$ cat src/fwd_gen_pkg.sv
package fwd_gen_pkg;

    // ----------------------------------------
    // Field widths
    // ----------------------------------------
    localparam int HOPS_W    = 4;
    localparam int LANE_ID_W = 2;
    localparam int NUM_LANES = 2 ** LANE_ID_W;
    localparam int ADDR_W    = 16;
    localparam int DATA_W    = 32;

    // ----------------------------------------
    // Packet types
    // ----------------------------------------
    typedef struct packed {
        logic [HOPS_W-1:0]    hops;
        logic [LANE_ID_W-1:0] source;
        logic [LANE_ID_W-1:0] destination;
    } route_t;

    typedef struct packed {
        route_t            route;
        logic [ADDR_W-1:0] address;
        logic [DATA_W-1:0] data;
    } packet_payload_t;

    typedef struct packed {
        logic            valid;
        packet_payload_t payload;
    } mem_packet_t;

    // ----------------------------------------
    // Run control types
    // ----------------------------------------
    typedef struct packed {
        logic valid;
        logic start;
        logic stop;
    } descriptor_t;

    // Hop count applied to every forwarded packet of a run
    typedef struct packed {
        logic              valid;
        logic [HOPS_W-1:0] hops;
    } gen_config_t;

    typedef enum logic [1:0] {
        GEN_IDLE        = 2'd0,
        GEN_WAIT_CONFIG = 2'd1,
        GEN_BUSY        = 2'd2,
        GEN_PAUSE       = 2'd3
    } gen_state_t;

endpackage

$ cat src/backtrack_lane_gate.sv
module backtrack_lane_gate (
    input  fwd_gen_pkg::packet_payload_t    head,
    input  logic                            empty,
    input  logic                            out_ready,
    input  logic [fwd_gen_pkg::NUM_LANES-1:0] lane_ready,
    output logic                            rd_en,
    output logic                            pop_valid
);

    logic lane_ok;

    // Readiness of the lane the head packet is routed to
    assign lane_ok = lane_ready[head.route.destination];

    // ----------------------------------------
    // Release the head packet
    // ----------------------------------------
    assign rd_en     = ~empty & out_ready & lane_ok;
    assign pop_valid = rd_en;

endmodule

$ cat src/forward_data_generator.sv
module forward_data_generator #(
    parameter int FIFO_DEPTH  = 16,
    parameter int PROG_THRESH = 8
) (
    input  logic                              ap_clk,
    input  logic                              areset,
    input  fwd_gen_pkg::descriptor_t          descriptor_in,
    input  fwd_gen_pkg::gen_config_t          config_in,
    input  fwd_gen_pkg::mem_packet_t          packet_in,
    input  logic                              out_ready,
    input  logic [fwd_gen_pkg::NUM_LANES-1:0] lane_ready,
    output fwd_gen_pkg::mem_packet_t          packet_out,
    output logic                              in_prog_full,
    output logic                              done_out
);

    import fwd_gen_pkg::*;

    logic                 areset_generator;
    descriptor_t          descriptor_reg;
    gen_config_t          config_reg;
    mem_packet_t          packet_in_reg;
    logic                 out_ready_reg;
    logic [NUM_LANES-1:0] lane_ready_reg;

    packet_payload_t in_fifo_dout;
    logic            in_fifo_rd_en;
    logic            in_fifo_empty;
    logic            in_fifo_prog_full;
    packet_payload_t out_fifo_din;
    packet_payload_t out_fifo_dout;
    logic            out_fifo_wr_en;
    logic            out_fifo_rd_en;
    logic            out_fifo_empty;
    logic            out_fifo_prog_full;

    logic              forward_enable;
    logic [HOPS_W-1:0] hops_param;
    logic              done_int;
    logic              pop_valid;

    always_ff @(posedge ap_clk) begin
        areset_generator <= areset;
    end

    // ----------------------------------------
    // Input registers
    // ----------------------------------------
    always_ff @(posedge ap_clk) begin
        if (areset_generator) begin
            descriptor_reg      <= '0;
            config_reg.valid    <= 1'b0;
            packet_in_reg.valid <= 1'b0;
            out_ready_reg       <= 1'b0;
            lane_ready_reg      <= '0;
        end else begin
            descriptor_reg      <= descriptor_in;
            config_reg.valid    <= config_in.valid;
            packet_in_reg.valid <= packet_in.valid;
            out_ready_reg       <= out_ready;
            lane_ready_reg      <= lane_ready;
        end
    end

    always_ff @(posedge ap_clk) begin
        config_reg.hops       <= config_in.hops;
        packet_in_reg.payload <= packet_in.payload;
    end

    // ----------------------------------------
    // Forwarding pipeline
    // ----------------------------------------
    sync_fifo #(
        .payload_t  (packet_payload_t),
        .FIFO_DEPTH (FIFO_DEPTH),
        .PROG_THRESH(PROG_THRESH),
        .FWFT       (1'b0)
    ) u_in_fifo (
        .ap_clk          (ap_clk),
        .areset_generator(areset_generator),
        .din             (packet_in_reg.payload),
        .wr_en           (packet_in_reg.valid),
        .rd_en           (in_fifo_rd_en),
        .dout            (in_fifo_dout),
        .empty           (in_fifo_empty),
        .full            (),
        .prog_full       (in_fifo_prog_full)
    );

    fwd_gen_control u_control (
        .ap_clk          (ap_clk),
        .areset_generator(areset_generator),
        .descriptor      (descriptor_reg),
        .gen_config      (config_reg),
        .out_prog_full   (out_fifo_prog_full),
        .forward_enable  (forward_enable),
        .hops_param      (hops_param),
        .done            (done_int)
    );

    hop_forward_stage u_hop_stage (
        .ap_clk          (ap_clk),
        .areset_generator(areset_generator),
        .in_empty        (in_fifo_empty),
        .in_data         (in_fifo_dout),
        .forward_enable  (forward_enable),
        .hops_param      (hops_param),
        .in_rd_en        (in_fifo_rd_en),
        .out_wr_en       (out_fifo_wr_en),
        .out_data        (out_fifo_din)
    );

    // Head must be visible to the lane gate before the pop
    sync_fifo #(
        .payload_t  (packet_payload_t),
        .FIFO_DEPTH (FIFO_DEPTH),
        .PROG_THRESH(PROG_THRESH),
        .FWFT       (1'b1)
    ) u_out_fifo (
        .ap_clk          (ap_clk),
        .areset_generator(areset_generator),
        .din             (out_fifo_din),
        .wr_en           (out_fifo_wr_en),
        .rd_en           (out_fifo_rd_en),
        .dout            (out_fifo_dout),
        .empty           (out_fifo_empty),
        .full            (),
        .prog_full       (out_fifo_prog_full)
    );

    backtrack_lane_gate u_lane_gate (
        .head      (out_fifo_dout),
        .empty     (out_fifo_empty),
        .out_ready (out_ready_reg),
        .lane_ready(lane_ready_reg),
        .rd_en     (out_fifo_rd_en),
        .pop_valid (pop_valid)
    );

    // ----------------------------------------
    // Output registers
    // ----------------------------------------
    always_ff @(posedge ap_clk) begin
        if (areset_generator) begin
            packet_out.valid <= 1'b0;
            in_prog_full     <= 1'b0;
            done_out         <= 1'b1;
        end else begin
            packet_out.valid <= pop_valid;
            in_prog_full     <= in_fifo_prog_full;
            done_out         <= done_int;
        end
    end

    always_ff @(posedge ap_clk) begin
        packet_out.payload <= out_fifo_dout;
    end

endmodule

$ cat src/fwd_gen_control.sv
module fwd_gen_control (
    input  logic                           ap_clk,
    input  logic                           areset_generator,
    input  fwd_gen_pkg::descriptor_t       descriptor,
    input  fwd_gen_pkg::gen_config_t       gen_config,
    input  logic                           out_prog_full,
    output logic                           forward_enable,
    output logic [fwd_gen_pkg::HOPS_W-1:0] hops_param,
    output logic                           done
);

    import fwd_gen_pkg::*;

    gen_state_t current_state;
    gen_state_t next_state;
    logic       start_req;
    logic       stop_req;

    assign start_req = descriptor.valid & descriptor.start;
    assign stop_req  = descriptor.valid & descriptor.stop;

    // ----------------------------------------
    // State register
    // ----------------------------------------
    always_ff @(posedge ap_clk) begin
        if (areset_generator) begin
            current_state <= GEN_IDLE;
        end else begin
            current_state <= next_state;
        end
    end

    always_comb begin
        next_state = current_state;
        case (current_state)
            GEN_IDLE: begin
                if (start_req) begin
                    next_state = GEN_WAIT_CONFIG;
                end
            end
            GEN_WAIT_CONFIG: begin
                if (gen_config.valid) begin
                    next_state = GEN_BUSY;
                end
            end
            GEN_BUSY: begin
                // Stop wins over a pause request
                if (stop_req) begin
                    next_state = GEN_IDLE;
                end else if (out_prog_full) begin
                    next_state = GEN_PAUSE;
                end
            end
            GEN_PAUSE: begin
                if (stop_req) begin
                    next_state = GEN_IDLE;
                end else if (!out_prog_full) begin
                    next_state = GEN_BUSY;
                end
            end
            default: begin
                next_state = GEN_IDLE;
            end
        endcase
    end

    // ----------------------------------------
    // Hop parameter capture
    // ----------------------------------------
    always_ff @(posedge ap_clk) begin
        if ((current_state == GEN_WAIT_CONFIG) && gen_config.valid) begin
            hops_param <= gen_config.hops;
        end
    end

    assign forward_enable = (current_state == GEN_BUSY);
    assign done           = (current_state == GEN_IDLE);

endmodule

$ cat src/hop_forward_stage.sv
module hop_forward_stage (
    input  logic                           ap_clk,
    input  logic                           areset_generator,
    input  logic                           in_empty,
    input  fwd_gen_pkg::packet_payload_t   in_data,
    input  logic                           forward_enable,
    input  logic [fwd_gen_pkg::HOPS_W-1:0] hops_param,
    output logic                           in_rd_en,
    output logic                           out_wr_en,
    output fwd_gen_pkg::packet_payload_t   out_data
);

    import fwd_gen_pkg::*;

    // Set while a popped packet is on its way out of the input FIFO
    logic              pending;
    logic [HOPS_W-1:0] hops_left;

    assign in_rd_en = ~in_empty & forward_enable & ~pending;

    always_ff @(posedge ap_clk) begin
        if (areset_generator) begin
            pending <= 1'b0;
        end else begin
            pending <= in_rd_en;
        end
    end

    // Saturating subtract of the configured hops
    assign hops_left = (in_data.route.hops >= hops_param) ?
                       in_data.route.hops - hops_param : '0;

    always_comb begin
        out_data            = in_data;
        out_data.route.hops = hops_left;
    end

    // Packets arriving with no hops left are dropped here
    assign out_wr_en = pending & (in_data.route.hops != '0);

endmodule

$ cat src/sync_fifo.sv
module sync_fifo #(
    parameter type payload_t   = logic [7:0],
    parameter int  FIFO_DEPTH  = 16,
    parameter int  PROG_THRESH = 8,
    parameter bit  FWFT        = 1'b0
) (
    input  logic     ap_clk,
    input  logic     areset_generator,
    input  payload_t din,
    input  logic     wr_en,
    input  logic     rd_en,
    output payload_t dout,
    output logic     empty,
    output logic     full,
    output logic     prog_full
);

    localparam int PTR_W = (FIFO_DEPTH > 1) ? $clog2(FIFO_DEPTH) : 1;
    localparam int CNT_W = $clog2(FIFO_DEPTH + 1);

    payload_t mem [FIFO_DEPTH];

    logic [PTR_W-1:0] wr_ptr;
    logic [PTR_W-1:0] rd_ptr;
    logic [CNT_W-1:0] count;
    logic             do_write;
    logic             do_read;

    // Requests beyond the limits are ignored
    assign do_write = wr_en & ~full;
    assign do_read  = rd_en & ~empty;

    assign empty     = (count == '0);
    assign full      = (count == CNT_W'(FIFO_DEPTH));
    assign prog_full = (count >= CNT_W'(PROG_THRESH));

    // ----------------------------------------
    // Pointers and occupancy
    // ----------------------------------------
    always_ff @(posedge ap_clk) begin
        if (areset_generator) begin
            wr_ptr <= '0;
            rd_ptr <= '0;
            count  <= '0;
        end else begin
            if (do_write) begin
                wr_ptr <= (wr_ptr == PTR_W'(FIFO_DEPTH - 1)) ? '0 : wr_ptr + 1'b1;
            end
            if (do_read) begin
                rd_ptr <= (rd_ptr == PTR_W'(FIFO_DEPTH - 1)) ? '0 : rd_ptr + 1'b1;
            end
            if (do_write & ~do_read) begin
                count <= count + 1'b1;
            end else if (do_read & ~do_write) begin
                count <= count - 1'b1;
            end
        end
    end

    always_ff @(posedge ap_clk) begin
        if (do_write) begin
            mem[wr_ptr] <= din;
        end
    end

    // Read port style
    generate
        if (FWFT) begin : g_fwft
            assign dout = mem[rd_ptr];
        end else begin : g_std
            always_ff @(posedge ap_clk) begin
                if (do_read) begin
                    dout <= mem[rd_ptr];
                end
            end
        end
    endgenerate

endmodule

$ cat config.mk
export PLATFORM = sky130hd
export DESIGN_NAME = forward_data_generator
export DESIGN_NICKNAME = d
export VERILOG_FILES = /design/src/fwd_gen_pkg.sv /design/src/backtrack_lane_gate.sv /design/src/forward_data_generator.sv /design/src/fwd_gen_control.sv /design/src/hop_forward_stage.sv /design/src/sync_fifo.sv
export SDC_FILE = /design/constraint.sdc
export NUM_CORES = 2
export LEC_CHECK = 0
export BUFFER_PORTS_ARGS = -buffer_cell sky130_fd_sc_hd__buf_2
export CELL_PAD_IN_SITES_DETAIL_PLACEMENT = 0
export CELL_PAD_IN_SITES_GLOBAL_PLACEMENT = 1
export CORE_MARGIN = 5
export CORE_UTILIZATION = 53
export CTS_BUF_LIST = sky130_fd_sc_hd__clkbuf_8
export DETAILED_ROUTE_END_ITERATION = 7
export GPL_TIMING_DRIVEN = 1
export PLACE_DENSITY = 0.8
export SLEW_MARGIN = 25
export SYNTH_ARGS = -nofsm -noshare
export SYNTH_HDL_FRONTEND = slang
export SYNTH_SLANG_ARGS = --single-unit
$ cat constraint.sdc
create_clock -name ap_clk -period 5.2 [get_ports ap_clk]
set_input_delay 1.56 -clock ap_clk [delete_from_list [all_inputs] [get_ports ap_clk]]
set_output_delay 1.56 -clock ap_clk [all_outputs]
set_load 0.1 [all_outputs]
==> impl_metrics.yaml <==
global_route:
  grt_start_max_net_pins: 129
  grt_use_total: 0.2138
  grt_pass1_vias: 35060
  grt_antenna_before_repair: 13
  gr-total-overflow: 0
  grt_pass1_wl_um: 228300
floorplan:
  coreArea_um2: 137800
  io_pins: 131
  dieWidth_um: 382.8
  die_area_um2: 146500
  die_y_um: 382.8
  start_util: 0.5344
  rows: 136
clocking:
  cts.clk_slew.worst_paths_ns: 0.06
  clock_path_buffers: 4
  cts_buffers: 325
  cts_setup_buffers: 0
  cts_tree: "done"
  cts.sinks: 2015
  cts_resized: 0
  cts.htree.levels: 5
  clock_latency_ns: 1.00
  cts-hold-fix-buffers: 0
  cts_root_buffer: "clkbuf_8"
worst_setup_path:
  endpoint_kind: "flop"
  slowest_stage: "buf_4"
  cp_data_arrival_time_ns: 5.11
  required_ns: 6.11
  path_delay_family: "compound AO/OA/AOI/OAI gates"
  worstSetupPathType: "flop to flop"
  setup.worst_path.start_class: "flop"
  path_buf_inv: 2
  reg2reg_slack_ns: 1.01
  r2r-end: "u_out_fifo.count[4]$_SDFFE_PP0P_"
  ff2ff_path_depth: 14
  cpMostUsedCell: "a21oi_1"
  critical_path.max_stage_delay_ns: 0.46
  cp_cell_sequence: "buf_4 > mux4_2 > mux2i_1 > o311ai_0 > o21ai_1 > and2_4 > ha_1 > inv_1 > fa_1 > a21o_1 > a21oi_1 > xnor2_1 > or3_1 > a21oi_1"
  worst-path-max-fanout: 26
synth:
  ys_async_sr_fraction: 0
  postSynthCellCount: 2979
  yosys-mux-area-fraction: 0.1719
  synth_compound_area_frac: 0.005215
  synth_area_leaders: "edfxtp_1 76%, mux4_2 17%, dfxtp_1 4.4%"
  yosysTopAreaCellShare: 0.7550
  ys.flop_type: "edfxtp_1"
  synth_cell_types: 51
  synth_top_family_by_area: "multiplexers"
  synth_area_um2: 73660
  synth-seq-cells: 2015
  synth-simple-area-share: 0.008799
  synth-edff-count: 1852
  synth_area_leader_cell: "edfxtp_1"
  synthXorXnorAreaFrac: 0.001546
  synth-adder-area-share: 0.004552
  yosysWarnings: 0
  syn_nets: 3076
  synth-seq-area-share: 0.7993
  syn_avg_cell_area_um2: 24.73
  synth.top_cells.by_count: "1,852 x edfxtp_1, 559 x mux4_2, 163 x dfxtp_1"
  synthMostInstantiatedCell: "edfxtp_1"
detailed_routing:
  ant_nets: 0
  drt-initial-drc-count: 3784
  first_pass_iters: 5
  viasPerCell: 6.075
  routed_wl_um: 155300
  drc: 0
  dr_total_vias: 32860
  wl_per_cell_um: 28.72
cells_and_area:
  fill_cells: 8982
  reg.largest.list: "u_in_fifo.mem x896, u_out_fifo.mem x896"
  syn_to_final_growth_pct: 13.19
  nets: 3466
  layout-drive-gt1-share: 0.3398
  instances_no_fill: 5409
sta:
  fmax_mhz: 238.5
  slew_headroom: 0.3115
  rsz0062_at_grt: "no"
  setup-violations-final: 0
  tns_ns: 0
  finalCritPeriodShare: 0.8062
  slew_violations: 0
  skew_ns: 0.05666
  worst_pin_slew_ns: 1.033
  timing.final.crit_period_ns: 4.192
  hold_viol_final: 0
place:
  port_buffers: 130
  dp_hpwl_um: 82690
  gp_congestion: 0.7719
  dp.cells: 4834
hold_path:
  whs_path_depth: 0
  hold_class: "flop to flop"
  hold_path_end: "u_control.hops_param[0]$_DFFE_PP_"
  min_from: "config_reg[0]$_DFF_P_"
power:
  leakage_nw: 26.00
  ir_drop_mv: 0.2249
  pwr_density_cell_nw_per_um2: 371.3
job:
  timing.max_cap.violations: 0
run_status:
  status: "finished, final reports clean"
layout make-up:
cell class              instances  area [um^2]  share of cell area
flip-flops and latches       2015        58910              0.7066
repair buffers                204         1563             0.01874
diodes                          4        10.01           0.0001201
well taps                    1794         2245             0.02692
inverters                      20        75.07           0.0009004
multi-input cells             803        14410              0.1728
clock inverters               204         1141             0.01369
clock buffers                 365         5024             0.06025
through the flow:
step | hold WS [ns] | setup slack [ns] | power (W) | area (um^2) | utilization
after CTS | 0.4227 | 1.067 | 0.03125 | 83300 | 0.6044
after detailed placement | 0.3968 | 1.105 | 0.01847 | 77140 | 0.5597
after global routing | 0.4255 | 0.7764 | 0.03209 | 83370 | 0.6049
after global placement | 0.4045 | 1.126 | 0.01844 | 77140 | 0.5597
final | 0.4163 | 1.008 | 0.03096 | 83370 | 0.6049
after floorplan | 0.3855 | 0.07735 | 0.01828 | 73690 | -
how the worst max path moves through the flow:
| stage | from | end | slack, ns | depth (start not counted) |
|---|---|---|---|---|
| after global placement | flop | u_out_fifo.count[4]$_SDFFE_PP0P_ | 1.13 | 14 |
| after CTS | flop | u_out_fifo.count[4]$_SDFFE_PP0P_ | 1.07 | 14 |
| after floorplan | u_in_fifo.count[0]$_SDFFE_PP0P_ | u_in_fifo.mem[3][0]$_DFFE_PP_ | 0.08 | 4 |
| final | flop | u_out_fifo.count[4]$_SDFFE_PP0P_ | 1.01 | 14 |
| after global routing | flop | u_out_fifo.count[4]$_SDFFE_PP0P_ | 0.78 | 14 |
| after detailed placement | flop | u_out_fifo.count[4]$_SDFFE_PP0P_ | 1.11 | 14 |
routing by layer:
layer	up-vias	GRT usage	routed length (um)
li1	13550	-	-
met1	17490	0.2837	59310
met2	1579	0.3603	80120
met3	237	0.04925	12950
met4	4	0.06230	2916
met5	-	0	27
power breakdown:
part / switching (W) / total [W] / internal (W)
Clock: 0.00588 / 0.0128 / 0.00695
Combinational: 0.000196 / 0.000338 / 0.000142
Sequential: 0.000131 / 0.0178 / 0.0177
Total: 0.00620 / 0.0310 / 0.0248
cells in the final DEF (no fill, tap or decap), types with 4 or more instances in the layout:
master and count:
dfxtp_1 154, nor2b_1 13, a21oi_1 24, nand3_1 5, nor2_4 24, dfxtp_4 8
nand2b_1 6, diode_2 4, clkbuf_8 365, bufinv_16 11, nor3_4 7, nand2_1 25
xnor2_1 4, edfxtp_1 1852, clkinv_1 48, o21ai_1 4, buf_4 46, clkinv_2 27
ha_1 22, buf_12 25, o21ai_0 7, xor2_1 9, mux2i_1 6, inv_1 125
buf_2 130, clkinvlp_4 8, mux4_2 559, a21o_1 7, nor2_1 37
cells by family (layout without fill, tap and decap cells):
group	count (synthesis)	count (layout)
flip-flops	2015	2015
multiplexers	566	566
buffers and inverters	161	793
AND/OR/NAND/NOR	138	138
AO/OA/AOI/OAI	61	61
adder cells (fa/ha/maj)	25	25
XOR/XNOR	13	13
other	0	4
No activity file was read; power rests on OpenSTA's default activity.
